`src/include/ptw_macros.svh`:
```
// Width macros for the Sv39 page table walker:
// virtual and physical address, PPN, ASID and PTE word

`ifndef PTW_MACROS_SVH
`define PTW_MACROS_SVH

// virtual address width of Sv39
`define PTW_VLEN  39
// physical address width
`define PTW_PLEN  56
// physical page number width
`define PTW_PPNW  44
// address space identifier width
`define PTW_ASIDW 16
// one page table entry
`define PTW_PTEW  64

`endif
```
`src/hdl/sv39_pkg.sv`:
```
// Sv39 page table types:
// PTE field layout, PTE word union, walk level encoding

`default_nettype none

`include "ptw_macros.svh"

package sv39_pkg;

    // one page table entry as laid out in memory
    typedef struct packed {
        logic [9:0]           reserved;
        logic [`PTW_PPNW-1:0] ppn;
        logic [1:0]           rsw;
        logic                 d;
        logic                 a;
        logic                 g;
        logic                 u;
        logic                 x;
        logic                 w;
        logic                 r;
        logic                 v;
    } pte_t;

    // read data word, seen either raw or as PTE fields
    typedef union packed {
        logic [`PTW_PTEW-1:0] raw;
        pte_t                 pte;
    } pte_word_u;

    // three levels, LVL1 is the root table
    typedef enum logic [1:0] {
        LVL1,
        LVL2,
        LVL3
    } ptw_level_e;

endpackage

`default_nettype wire

```
`src/hdl/ptw_tlb_pkg.sv`:
```
// TLB-side types of the walker:
// TLB update record and walker state encoding

`default_nettype none

`include "ptw_macros.svh"

package ptw_tlb_pkg;

    typedef struct packed {
        logic [26:0]           vpn;
        logic [`PTW_ASIDW-1:0] asid;
        logic                  is_1g;
        logic                  is_2m;
        sv39_pkg::pte_t        content;
    } tlb_update_t;

    typedef enum logic [2:0] {
        IDLE,
        WAIT_GRANT,
        PTE_LOOKUP,
        WAIT_RVALID,
        PROPAGATE_ERROR
    } ptw_state_e;

endpackage

`default_nettype wire

```
`src/hdl/ptw_top.sv`:
```
// Sv39 page table walker top level:
// FSM, level counter, PTE checker and data path

`timescale 1ns/1ps
`default_nettype none

`include "ptw_macros.svh"

module ptw_top (
    input  logic                     clk_i,
    input  logic                     rst_ni,
    input  logic                     flush_i,
    input  logic                     enable_translation_i,
    input  logic                     en_ld_st_translation_i,
    input  logic                     lsu_is_store_i,
    input  logic                     mxr_i,
    input  logic                     itlb_access_i,
    input  logic                     itlb_hit_i,
    input  logic [`PTW_VLEN-1:0]     itlb_vaddr_i,
    input  logic                     dtlb_access_i,
    input  logic                     dtlb_hit_i,
    input  logic [`PTW_VLEN-1:0]     dtlb_vaddr_i,
    input  logic [`PTW_ASIDW-1:0]    asid_i,
    input  logic [`PTW_PPNW-1:0]     satp_ppn_i,
    // data cache read port
    output logic                     mem_req_o,
    input  logic                     mem_gnt_i,
    output logic                     mem_tag_valid_o,
    output logic [`PTW_PLEN-1:0]     mem_addr_o,
    input  logic                     mem_rvalid_i,
    input  logic [`PTW_PTEW-1:0]     mem_rdata_i,
    // TLB update, one record with a strobe per TLB
    output logic                     itlb_update_valid_o,
    output logic                     dtlb_update_valid_o,
    output ptw_tlb_pkg::tlb_update_t tlb_update_o,
    output logic [`PTW_VLEN-1:0]     update_vaddr_o,
    output logic                     ptw_error_o,
    output logic                     ptw_active_o,
    output logic                     walking_instr_o,
    output logic                     itlb_miss_o,
    output logic                     dtlb_miss_o
);

    logic                 start_itlb;
    logic                 start_dtlb;
    logic                 advance;
    logic                 rvalid_q;
    logic                 invalid;
    logic                 is_leaf;
    logic                 leaf_fault;
    logic                 misaligned;
    logic                 last_level;
    sv39_pkg::ptw_level_e level;
    sv39_pkg::pte_t       pte;

    ptw_fsm u_fsm (
        .clk_i                  (clk_i),
        .rst_ni                 (rst_ni),
        .flush_i                (flush_i),
        .enable_translation_i   (enable_translation_i),
        .en_ld_st_translation_i (en_ld_st_translation_i),
        .itlb_access_i          (itlb_access_i),
        .itlb_hit_i             (itlb_hit_i),
        .dtlb_access_i          (dtlb_access_i),
        .dtlb_hit_i             (dtlb_hit_i),
        .mem_gnt_i              (mem_gnt_i),
        .rvalid_q_i             (rvalid_q),
        .invalid_i              (invalid),
        .is_leaf_i              (is_leaf),
        .leaf_fault_i           (leaf_fault),
        .misaligned_i           (misaligned),
        .last_level_i           (last_level),
        .start_itlb_o           (start_itlb),
        .start_dtlb_o           (start_dtlb),
        .advance_o              (advance),
        .mem_req_o              (mem_req_o),
        .mem_tag_valid_o        (mem_tag_valid_o),
        .itlb_update_valid_o    (itlb_update_valid_o),
        .dtlb_update_valid_o    (dtlb_update_valid_o),
        .ptw_error_o            (ptw_error_o),
        .ptw_active_o           (ptw_active_o),
        .walking_instr_o        (walking_instr_o),
        .itlb_miss_o            (itlb_miss_o),
        .dtlb_miss_o            (dtlb_miss_o)
    );

    ptw_level_ctrl u_level (
        .clk_i        (clk_i),
        .rst_ni       (rst_ni),
        .start_i      (start_itlb | start_dtlb),
        .advance_i    (advance),
        .level_o      (level),
        .last_level_o (last_level)
    );

    pte_checker u_checker (
        .pte_i        (pte),
        .level_i      (level),
        .is_instr_i   (walking_instr_o),
        .is_store_i   (lsu_is_store_i),
        .mxr_i        (mxr_i),
        .invalid_o    (invalid),
        .is_leaf_o    (is_leaf),
        .leaf_fault_o (leaf_fault),
        .misaligned_o (misaligned)
    );

    ptw_addr_path u_addr (
        .clk_i          (clk_i),
        .rst_ni         (rst_ni),
        .start_itlb_i   (start_itlb),
        .start_dtlb_i   (start_dtlb),
        .advance_i      (advance),
        .itlb_vaddr_i   (itlb_vaddr_i),
        .dtlb_vaddr_i   (dtlb_vaddr_i),
        .asid_i         (asid_i),
        .satp_ppn_i     (satp_ppn_i),
        .level_i        (level),
        .mem_rvalid_i   (mem_rvalid_i),
        .mem_rdata_i    (mem_rdata_i),
        .mem_addr_o     (mem_addr_o),
        .pte_o          (pte),
        .rvalid_q_o     (rvalid_q),
        .update_o       (tlb_update_o),
        .update_vaddr_o (update_vaddr_o)
    );

endmodule

`default_nettype wire

```
`src/hdl/ptw_fsm.sv`:
```
// Walker control FSM:
// miss arbitration with data first, grant and tag-valid sequencing,
// PTE verdict routing, error propagation, flush with read drain

`timescale 1ns/1ps
`default_nettype none

module ptw_fsm (
    input  logic clk_i,
    input  logic rst_ni,
    input  logic flush_i,
    input  logic enable_translation_i,
    input  logic en_ld_st_translation_i,
    input  logic itlb_access_i,
    input  logic itlb_hit_i,
    input  logic dtlb_access_i,
    input  logic dtlb_hit_i,
    input  logic mem_gnt_i,
    input  logic rvalid_q_i,
    input  logic invalid_i,
    input  logic is_leaf_i,
    input  logic leaf_fault_i,
    input  logic misaligned_i,
    input  logic last_level_i,
    output logic start_itlb_o,
    output logic start_dtlb_o,
    output logic advance_o,
    output logic mem_req_o,
    output logic mem_tag_valid_o,
    output logic itlb_update_valid_o,
    output logic dtlb_update_valid_o,
    output logic ptw_error_o,
    output logic ptw_active_o,
    output logic walking_instr_o,
    output logic itlb_miss_o,
    output logic dtlb_miss_o
);

    ptw_tlb_pkg::ptw_state_e state_q, state_d;
    logic is_instr_q, is_instr_d;
    logic tag_valid_q, tag_valid_d;

    always_comb begin
        state_d             = state_q;
        is_instr_d          = is_instr_q;
        tag_valid_d         = 1'b0;
        start_itlb_o        = 1'b0;
        start_dtlb_o        = 1'b0;
        advance_o           = 1'b0;
        mem_req_o           = 1'b0;
        itlb_update_valid_o = 1'b0;
        dtlb_update_valid_o = 1'b0;
        ptw_error_o         = 1'b0;
        itlb_miss_o         = 1'b0;
        dtlb_miss_o         = 1'b0;

        case (state_q)
            ptw_tlb_pkg::IDLE: begin
                is_instr_d = 1'b0;
                // a fetch miss only gets through when no data access is pending
                if (enable_translation_i && itlb_access_i && !itlb_hit_i && !dtlb_access_i) begin
                    start_itlb_o = 1'b1;
                    itlb_miss_o  = 1'b1;
                    is_instr_d   = 1'b1;
                    state_d      = ptw_tlb_pkg::WAIT_GRANT;
                end else if (en_ld_st_translation_i && dtlb_access_i && !dtlb_hit_i) begin
                    start_dtlb_o = 1'b1;
                    dtlb_miss_o  = 1'b1;
                    state_d      = ptw_tlb_pkg::WAIT_GRANT;
                end
            end
            ptw_tlb_pkg::WAIT_GRANT: begin
                mem_req_o = 1'b1;
                if (mem_gnt_i) begin
                    // the cache expects the tag one cycle after grant
                    tag_valid_d = 1'b1;
                    state_d     = ptw_tlb_pkg::PTE_LOOKUP;
                end
            end
            ptw_tlb_pkg::PTE_LOOKUP: begin
                if (rvalid_q_i) begin
                    if (invalid_i) begin
                        state_d = ptw_tlb_pkg::PROPAGATE_ERROR;
                    end else if (is_leaf_i) begin
                        if (leaf_fault_i || misaligned_i) begin
                            state_d = ptw_tlb_pkg::PROPAGATE_ERROR;
                        end else begin
                            itlb_update_valid_o = is_instr_q;
                            dtlb_update_valid_o = !is_instr_q;
                            state_d             = ptw_tlb_pkg::IDLE;
                        end
                    end else if (last_level_i) begin
                        state_d = ptw_tlb_pkg::PROPAGATE_ERROR;
                    end else begin
                        advance_o = 1'b1;
                        state_d   = ptw_tlb_pkg::WAIT_GRANT;
                    end
                end
            end
            ptw_tlb_pkg::PROPAGATE_ERROR: begin
                ptw_error_o = 1'b1;
                state_d     = ptw_tlb_pkg::IDLE;
            end
            ptw_tlb_pkg::WAIT_RVALID: begin
                if (rvalid_q_i) begin
                    state_d = ptw_tlb_pkg::IDLE;
                end
            end
            default: begin
                state_d = ptw_tlb_pkg::IDLE;
            end
        endcase

        // ------------------------------------------------------------
        // flush
        // ------------------------------------------------------------
        // a read already granted must still return before going idle
        if (flush_i) begin
            start_itlb_o        = 1'b0;
            start_dtlb_o        = 1'b0;
            itlb_miss_o         = 1'b0;
            dtlb_miss_o         = 1'b0;
            advance_o           = 1'b0;
            itlb_update_valid_o = 1'b0;
            dtlb_update_valid_o = 1'b0;
            ptw_error_o         = 1'b0;
            if ((state_q == ptw_tlb_pkg::PTE_LOOKUP && !rvalid_q_i) ||
                (state_q == ptw_tlb_pkg::WAIT_GRANT && mem_gnt_i)) begin
                state_d = ptw_tlb_pkg::WAIT_RVALID;
            end else begin
                state_d = ptw_tlb_pkg::IDLE;
            end
        end
    end

    always_ff @(posedge clk_i or negedge rst_ni) begin
        if (!rst_ni) begin
            state_q     <= ptw_tlb_pkg::IDLE;
            is_instr_q  <= 1'b0;
            tag_valid_q <= 1'b0;
        end else begin
            state_q     <= state_d;
            is_instr_q  <= is_instr_d;
            tag_valid_q <= tag_valid_d;
        end
    end

    assign mem_tag_valid_o = tag_valid_q;
    assign ptw_active_o    = (state_q != ptw_tlb_pkg::IDLE);
    assign walking_instr_o = is_instr_q;

endmodule

`default_nettype wire

```
`src/hdl/ptw_addr_path.sv`:
```
// Walker data path:
// latched miss address and ASID, PTE pointer generation,
// registered read data, global bit accumulation, TLB update record

`timescale 1ns/1ps
`default_nettype none

`include "ptw_macros.svh"

module ptw_addr_path (
    input  logic                    clk_i,
    input  logic                    rst_ni,
    input  logic                    start_itlb_i,
    input  logic                    start_dtlb_i,
    input  logic                    advance_i,
    input  logic [`PTW_VLEN-1:0]    itlb_vaddr_i,
    input  logic [`PTW_VLEN-1:0]    dtlb_vaddr_i,
    input  logic [`PTW_ASIDW-1:0]   asid_i,
    input  logic [`PTW_PPNW-1:0]    satp_ppn_i,
    input  sv39_pkg::ptw_level_e    level_i,
    input  logic                    mem_rvalid_i,
    input  logic [`PTW_PTEW-1:0]    mem_rdata_i,
    output logic [`PTW_PLEN-1:0]    mem_addr_o,
    output sv39_pkg::pte_t          pte_o,
    output logic                    rvalid_q_o,
    output ptw_tlb_pkg::tlb_update_t update_o,
    output logic [`PTW_VLEN-1:0]    update_vaddr_o
);

    logic [`PTW_VLEN-1:0]  vaddr_q;
    logic [`PTW_ASIDW-1:0] asid_q;
    logic [`PTW_PLEN-1:0]  pptr_q;
    logic [8:0]            next_idx;
    logic [`PTW_VLEN-1:0]  start_vaddr;
    sv39_pkg::pte_word_u   rdata_q;
    logic                  rvalid_q;
    logic                  global_q;
    sv39_pkg::pte_t        leaf_pte;

    assign start_vaddr = start_dtlb_i ? dtlb_vaddr_i : itlb_vaddr_i;

    // VPN slice for the table one level below the current one
    always_comb begin
        case (level_i)
            sv39_pkg::LVL1: next_idx = vaddr_q[29:21];
            default:        next_idx = vaddr_q[20:12];
        endcase
    end

    // ------------------------------------------------------------
    // request and pointer registers
    // ------------------------------------------------------------
    always_ff @(posedge clk_i) begin
        if (start_itlb_i || start_dtlb_i) begin
            vaddr_q <= start_vaddr;
            asid_q  <= asid_i;
            // root table entry selected by VPN[2]
            pptr_q  <= {satp_ppn_i, start_vaddr[38:30], 3'b000};
        end else if (advance_i) begin
            pptr_q  <= {rdata_q.pte.ppn, next_idx, 3'b000};
        end
    end

    always_ff @(posedge clk_i) begin
        rdata_q.raw <= mem_rdata_i;
    end

    always_ff @(posedge clk_i or negedge rst_ni) begin
        if (!rst_ni) begin
            rvalid_q <= 1'b0;
            global_q <= 1'b0;
        end else begin
            rvalid_q <= mem_rvalid_i;
            if (start_itlb_i || start_dtlb_i) begin
                global_q <= 1'b0;
            end else if (rvalid_q && rdata_q.pte.g) begin
                global_q <= 1'b1;
            end
        end
    end

    // ------------------------------------------------------------
    // TLB update
    // ------------------------------------------------------------
    // g of any level above makes the whole mapping global
    always_comb begin
        leaf_pte   = rdata_q.pte;
        leaf_pte.g = rdata_q.pte.g | global_q;
    end

    always_comb begin
        update_o.vpn     = vaddr_q[38:12];
        update_o.asid    = asid_q;
        update_o.is_1g   = (level_i == sv39_pkg::LVL1);
        update_o.is_2m   = (level_i == sv39_pkg::LVL2);
        update_o.content = leaf_pte;
    end

    assign mem_addr_o     = pptr_q;
    assign pte_o          = rdata_q.pte;
    assign rvalid_q_o     = rvalid_q;
    assign update_vaddr_o = vaddr_q;

endmodule

`default_nettype wire

```
`src/hdl/pte_checker.sv`:
```
// PTE decode and fault checks:
// invalid encodings, leaf vs pointer, permission rules,
// superpage alignment

`timescale 1ns/1ps
`default_nettype none

module pte_checker (
    input  sv39_pkg::pte_t       pte_i,
    input  sv39_pkg::ptw_level_e level_i,
    input  logic                 is_instr_i,
    input  logic                 is_store_i,
    input  logic                 mxr_i,
    output logic                 invalid_o,
    output logic                 is_leaf_o,
    output logic                 leaf_fault_o,
    output logic                 misaligned_o
);

    logic load_ok;
    logic store_ok;

    // v clear, or write-only which is reserved
    assign invalid_o = !pte_i.v || (!pte_i.r && pte_i.w);
    // any of r or x marks a leaf, otherwise it points to the next table
    assign is_leaf_o = pte_i.r || pte_i.x;

    // ------------------------------------------------------------
    // permission rules
    // ------------------------------------------------------------
    // executable pages are readable too when MXR is set
    assign load_ok  = pte_i.a && (pte_i.r || (pte_i.x && mxr_i));
    assign store_ok = pte_i.w && pte_i.d;

    always_comb begin
        if (is_instr_i) begin
            leaf_fault_o = !pte_i.x || !pte_i.a;
        end else begin
            leaf_fault_o = !load_ok || (is_store_i && !store_ok);
        end
    end

    // superpages need the low PPN bits cleared
    always_comb begin
        case (level_i)
            sv39_pkg::LVL1: misaligned_o = (pte_i.ppn[17:0] != '0);
            sv39_pkg::LVL2: misaligned_o = (pte_i.ppn[8:0] != '0);
            default:        misaligned_o = 1'b0;
        endcase
    end

endmodule

`default_nettype wire

```
`src/hdl/ptw_level_ctrl.sv`:
```
// Walk depth counter:
// restarts at the root level, descends per pointer PTE, flags the last level

`timescale 1ns/1ps
`default_nettype none

module ptw_level_ctrl (
    input  logic                 clk_i,
    input  logic                 rst_ni,
    input  logic                 start_i,
    input  logic                 advance_i,
    output sv39_pkg::ptw_level_e level_o,
    output logic                 last_level_o
);

    sv39_pkg::ptw_level_e level_q;

    always_ff @(posedge clk_i or negedge rst_ni) begin
        if (!rst_ni) begin
            level_q <= sv39_pkg::LVL1;
        end else if (start_i) begin
            level_q <= sv39_pkg::LVL1;
        end else if (advance_i) begin
            case (level_q)
                sv39_pkg::LVL1: level_q <= sv39_pkg::LVL2;
                // LVL3 has no lower table, it stays put
                default:        level_q <= sv39_pkg::LVL3;
            endcase
        end
    end

    assign level_o      = level_q;
    // a pointer found here is a page fault
    assign last_level_o = (level_q == sv39_pkg::LVL3);

endmodule

`default_nettype wire

```
`config.mk`:
```
export PLATFORM = sky130hd
export DESIGN_NAME = ptw_top
export DESIGN_NICKNAME = d
export VERILOG_FILES = /design/src/hdl/sv39_pkg.sv /design/src/hdl/ptw_tlb_pkg.sv /design/src/hdl/ptw_top.sv /design/src/hdl/ptw_fsm.sv /design/src/hdl/ptw_addr_path.sv /design/src/hdl/pte_checker.sv /design/src/hdl/ptw_level_ctrl.sv
export VERILOG_INCLUDE_DIRS = /design/src /design/src/include
export SDC_FILE = /design/constraint.sdc
export NUM_CORES = 1
export LEC_CHECK = 0
export BUFFER_PORTS_ARGS = -buffer_cell sky130_fd_sc_hd__clkbuf_2
export CAP_MARGIN = 20
export CORE_AREA = 5 5 165 167
export CTS_BUF_LIST = sky130_fd_sc_hd__clkbuf_4 sky130_fd_sc_hd__clkbuf_8
export CTS_CLUSTER_SIZE = 14
export DETAILED_ROUTE_END_ITERATION = 7
export DIE_AREA = 0 0 170 172
export GPL_ROUTABILITY_DRIVEN = 0
export MAX_ROUTING_LAYER = met4
export PLACE_DENSITY = 0.57
export SLEW_MARGIN = 20
export SYNTH_ARGS = -nofsm -noshare
export SYNTH_HDL_FRONTEND = slang
export SYNTH_SLANG_ARGS = --single-unit
export TNS_END_PERCENT = 20
```
`constraint.sdc`:
```
create_clock -name clk_i -period 4.81 [get_ports clk_i]
set_input_delay 0.481 -clock clk_i [delete_from_list [all_inputs] [get_ports clk_i]]
set_output_delay 0.481 -clock clk_i [all_outputs]
set_load 0.03 [all_outputs]
```
# [Yosys cells after proc, flatten, opt, wreduce, memory -nomap -nowiden]
# Index checks and enable logic that the tools add are counted.
[totals] regBits=181 inputBits=215 output_inout_bits=213 wordCells=116
[classes] n_eq_ne=10 muxes=53 bitwise=2 n_reduce_logical=41
[op_table] operator="2-to-1 mux 56 bit" n=2
[op_table] operator="2-to-1 mux 39 bit" n=1
[op_table] operator="2-to-1 mux 1 bit" n=33
[op_table] operator="2-to-1 mux 3 bit" n=10
[op_table] operator="nonzero test 18 bit" n=1
[op_table] operator="logical AND 1 bit" n=13
[op_table] operator="case mux 3 bit (4 select lines)" n=1
[op_table] operator="logical NOT 1 bit" n=11
[op_table] operator="2-to-1 mux 9 bit" n=1
[op_table] operator="nonzero test 9 bit" n=1
[op_table] operator="logical OR 1 bit" n=8
[op_table] operator="2-to-1 mux 2 bit" n=4
[op_table] operator="equality test 3 x 2 -> 1 bit, second input constant" n=2
[op_table] operator="!= test 3 x 2 -> 1 bit, second input constant" n=2
[op_table] operator="nonzero test 2 bit" n=3
[op_table] operator="!= test 4 x 2 -> 1 bit, second input constant" n=1
[op_table] operator="AND reduction 4 bit" n=1
[op_table] operator="equality test 3 x 1 -> 1 bit, second input constant" n=1
[op_table] operator="equality test 3 bit, second input constant" n=1
[op_table] operator="logical NOT 3 bit" n=1
[op_table] operator="!= test 3 bit, second input constant" n=1
[op_table] operator="nonzero test 3 bit" n=1
[op_table] operator="equality test 2 x 1 -> 1 bit, second input constant" n=1
[op_table] operator="equality test 2 bit, second input constant" n=1
[op_table] operator="3 further kinds" n=4

# [Longest topological paths before layout]
[depth] ltp_word=13 mapped_depth=7 mapped_depth_nobuf=5

# [Modules after synthesis]
# Synthesis repeated with hierarchy kept, for this count alone.
[unflattened] hier_cells=478 area_unflattened_um2=7241.9
[modules_own_cells] mod="ptw_addr_path" n_inst=1 cells_per_inst=408 area_per_inst_um2=6695.2 seq_area_each_um2=4574.4
[modules_own_cells] mod="ptw_fsm" n_inst=1 cells_per_inst=44 area_per_inst_um2=347.8 seq_area_each_um2=125.1
[modules_own_cells] mod="pte_checker" n_inst=1 cells_per_inst=17 area_per_inst_um2=103.8 seq_area_each_um2=0.0
[modules_own_cells] mod="ptw_level_ctrl" n_inst=1 cells_per_inst=8 area_per_inst_um2=88.8 seq_area_each_um2=50.0
[modules_own_cells] mod="ptw_top" n_inst=1 cells_per_inst=1 area_per_inst_um2=6.3 seq_area_each_um2=0.0

# [Worst setup path before layout]
# OpenSTA, ideal clock, no wires.
[synth_path] path_kind="register -> register" from="register u_fsm.state_q[0]" to="register u_addr.pptr_q[10] (netlist: u_addr.mem_addr_o[10]), enable pin" t_arrival_ns=2.691 t_required_ns=4.398 setup_slack_ns=1.707 path_stages_with_launch=7 path_cell_list="dfrtp_1 buf_6 or4_4 or2_1 buf_6 buf_6 nand2_1"
[synth_via] elab_chain_cells=5 elab_cells_between_ends=10 classes_between="1 x eq/ne; 6 x mux; 3 x reduce/logical"
[synth_lines] item="start, declared" line="ptw_fsm.sv:39" source="ptw_tlb_pkg::ptw_state_e state_q, state_d;"
[synth_lines] item="start signal, assigned" line="ptw_fsm.sv:138" source="state_q <= ptw_tlb_pkg::IDLE;"
[synth_lines] item="start signal, assigned" line="ptw_fsm.sv:142" source="state_q <= state_d;"
[synth_lines] item="logical NOT 3 bit" line="ptw_fsm.sv:57" source="case (state_q)"
[synth_lines] item="2-to-1 mux 1 bit" line="ptw_fsm.sv:57"
[synth_lines] item="2-to-1 mux 1 bit" line="ptw_fsm.sv:118" source="if (flush_i) begin"
[synth_lines] item="logical OR 1 bit" line="ptw_addr_path.sv:54" source="if (start_itlb_i || start_dtlb_i) begin"
[synth_lines] item="nonzero test 2 bit (no line) (*)"
[synth_lines] item="end signal, assigned" line="ptw_addr_path.sv:58" source="pptr_q <= {satp_ppn_i, start_vaddr[38:30], 3'b000};"
[synth_lines] item="end signal, assigned" line="ptw_addr_path.sv:60" source="pptr_q <= {rdata_q.pte.ppn, next_idx, 3'b000};"
[synth_lines] item="end, declared" line="ptw_addr_path.sv:32" source="logic [`PTW_PLEN-1:0] pptr_q;"
# Every way passes the cells marked *; elsewhere a longest branch is shown, timed or not.
# A chain may end at the register's enable or synchronous reset.

# [Worst setup path in the final report]
[layout_path] from="register u_fsm.state_q[0]" to="output dtlb_miss_o"
[layout_via] elab_chain_cells=3
[layout_lines] item="logical NOT 3 bit" line="ptw_fsm.sv:57"
[layout_lines] item="2-to-1 mux 1 bit" line="ptw_fsm.sv:57"
[layout_lines] item="2-to-1 mux 1 bit" line="ptw_fsm.sv:118"
[layout_lines] item="end, declared" line="ptw_top.sv:41" source="output logic dtlb_miss_o"
# No other way between the ends.

==> impl_metrics.ini <==
[run_status]
outcome = completed

[yosys]
synth_warnings = 0
synth_seq_area_share = 0.653
synthesis.area_mm2 = 0.00727
synth-seq-cells = 181
synth_edf_count = 108
async_reset_ff_frac = 0.0497
ys_types = 40
syn_inst = 468
syn_avg_cell_area_um2 = 15.5
synth_top_flop_cell = edfxtp_1

[drt]
ant_nets = 0
drtIter0Drc = 182
vias = 4880
wire_per_inst_um = 18.3
wl_um = 21200
drc = 0
firstDrtPassIters = 6
viasPerCell = 4.21

[sta]
relSlewSlack = 0.359
rsz0062_at_grt = false
worst_pin_slew_ns = 0.961
fmaxAchievable_mhz = 322
period_minus_slack_ns = 3.11
maxSlewViolCount = 0
clock-skew-final_ns = 0.0201
fin_crit_sh = 0.646
finalSetupViolCount = 0
fin_setup_tns_ns = 0
hold_viol = 0

[power]
ir_drop_mv = 0.155
leakage_uw = 0.00446
p_per_area_mw_per_mm2 = 370
power.total_uw = 3510

[clock_tree]
numCtsBuffers = 17
cts_sinks = 181
htree_num_levels = 4
cts_setup_buffers = 0
cts_tree = done
cts.clk_slew.worst_paths_ns = 0.12
cts_buffer_depth = 2
clk_latency_ns = 0.45
cts_root_buf = clkbuf_8

[cells_and_area]
n_antenna_cell = 0
nets = 1026
seqCellArea_mm2 = 0.00475
multi_input_area_mm2 = 0.00174
fill_cells = 2534
layout-drive-gt1-share = 0.676
area_growth_pct = 30.5
final_util = 0.371

[floorplanning]
core-area_mm2 = 0.0256
die_x_um = 170
die_y_um = 172
initial_core_util = 0.284
rows = 59
io_pins = 428
dieArea_mm2 = 0.0292

[critical_path]
endpoint_kind = output pin
crit_arrival_ns = 2.63
worst_ep_required_time_ns = 4.33
r2r_slack_ns = 1.71
worstSetupStartpointType = flip-flop
path_max_fanout = 27
ff2ff_path_depth = 4
crit_type = flip-flop to output pin

[global_routing]
grt_pass1_vias = 5078
grt_pass1_wl_um = 30100
grtUsageTotal = 0.140
overflow = 0
antenna_found_initial = 0
grt_max_degree = 68

[flow_run]
max_cap_viol_count = 0

[hold_path]
hold_path_depth = 1
holdCritPathClass = primary input to flip-flop

[placed_design]
port_buffers = 424
hpwl_um = 16700
==> logic make-up (layout without fill, tap and decap cells) <==
| logic type | count (synthesis) | after routing | synth area share |
|---|---|---|---|
| flip-flops | 181 | 181 | 0.653 |
| buffers and inverters | 112 | 466 | 0.113 |
| multiplexers | 96 | 96 | 0.167 |
| AND/OR/NAND/NOR | 47 | 47 | 0.0372 |
| AO/OA/AOI/OAI | 31 | 31 | 0.0296 |
| other | 1 | 3 | 0.000516 |
==> cell usage in the layout (no fill, tap or decap), types with 4 or more instances in the layout <==
cell | synthesis | layout
o22ai_1 | 10 | 10
buf_4 | 93 | 4
dfxtp_1 | 64 | 64
mux2i_1 | 10 | 10
clkbuf_2 | 0 | 424
nor4b_1 | 4 | 4
nor3_1 | 4 | 4
mux2_2 | 47 | 47
dfrtp_1 | 9 | 9
a21oi_1 | 4 | 4
nor2_1 | 11 | 10
clkinv_4 | 0 | 6
clkbuf_8 | 0 | 18
a22oi_1 | 9 | 9
edfxtp_1 | 108 | 108
mux2_4 | 39 | 39
inv_8 | 0 | 5
==> final timing paths <==
| path | startpoint | to |
|---|---|---|
| worst max-delay path | u_fsm.state_q[0]$_DFFE_PN0P_ | dtlb_miss_o |
| worst min-delay path | mem_rdata_i[27] | u_addr.pte_o[27]$_DFF_P_ |
| worst max register to register | u_fsm.state_q[0]$_DFFE_PN0P_ | u_addr.mem_addr_o[50]$_DFFE_PP_ |
| worst min register to register | u_addr.global_q$_DFFE_PN0P_ | u_addr.global_q$_DFFE_PN0P_ |
| max in group asynchronous | rst_ni | u_level.level_o[1]$_DFFE_PN0P_ |
| min in group asynchronous | rst_ni | u_addr.global_q$_DFFE_PN0P_ |
==> registers in the layout, indices dropped and copies added, names as in the netlist <==
signal,count
u_addr.asid_q,16
u_addr.global_q,1
u_addr.mem_addr_o,53
u_addr.pte_o,64
u_addr.rvalid_q_o,1
u_addr.update_vaddr_o,39
u_fsm.mem_tag_valid_o,1
u_fsm.state_q,3
u_fsm.walking_instr_o,1
u_level.level_o,2
==> stage by stage <==
stage / worst slack, ns / hold WS (ns) / instance area, um2 / instances
after floorplan: 1.71 / 0.185 / 7280 / 470
after CTS: 1.63 / 0.0727 / 9500 / 1159
after detailed placement: 1.45 / 0.364 / 9100 / 1126
final: 1.70 / 0.121 / 9500 / 1159
after global placement: 1.49 / 0.360 / 9100 / 1126
after global routing: 1.55 / 0.0614 / 9500 / 1159
==> final cells by class <==
class | instances | area share
repair buffers | 430 | 0.230
multi-input cells | 177 | 0.183
clock inverters | 13 | 0.0141
flip-flops and latches | 181 | 0.500
inverters | 4 | 0.00158
clock buffers | 19 | 0.0269
well taps | 335 | 0.0441
==> worst max-delay path: stages (launching register included) <==
cell	delay [ns]
dfrtp_1	0.48
or4_4	0.67
nor2b_4	0.67
clkbuf_2	0.34
==> Yosys cell counts, types with 3 or more instances <==
master	instances	area, um2
dfrtp_1	9	225
nor3_1	4	20.0
nand2b_1	3	18.8
o22ai_1	10	62.6
mux2_2	47	529
nor2b_1	4	25.0
nand2_1	4	15.0
inv_1	4	15.0
mux2_4	39	586
buf_6	6	67.6
edfxtp_1	108	3240
buf_2	5	25.0
clkbuf_1	3	11.3
nor4b_1	4	35.0
a21oi_1	4	20.0
a22oi_1	9	67.6
buf_4	93	698
nor2_1	11	41.3
dfxtp_1	64	1280
mux2i_1	10	100
nand3_1	3	15.0
==> routing by layer <==
metal / routed length (um) / track usage / share of wire / up-vias
met1: 8540 / 0.169 / 0.40 / 2298
met4: 283 / 0.0399 / 0.013 / 0
met5: 0 / - / 0 / -
li1: - / - / - / 2293
met2: 10700 / 0.236 / 0.51 / 277
met3: 1680 / 0.0338 / 0.079 / 12
==> power breakdown <==
| part | switching [uW] | internal (uW) |
|---|---|---|
| combinational | 405 | 263 |
| sequential | 62.5 | 1750 |
| clock | 625 | 407 |
| total | 1090 | 2420 |
==> timing repair <==
item / 4_1_cts / 5_1_grt
hold buffers: 1 / 0
gates resized for setup: 0 / 0
hold endpoints to repair: 9 / 0
Note: power is estimated with default switching activity, not from simulation.
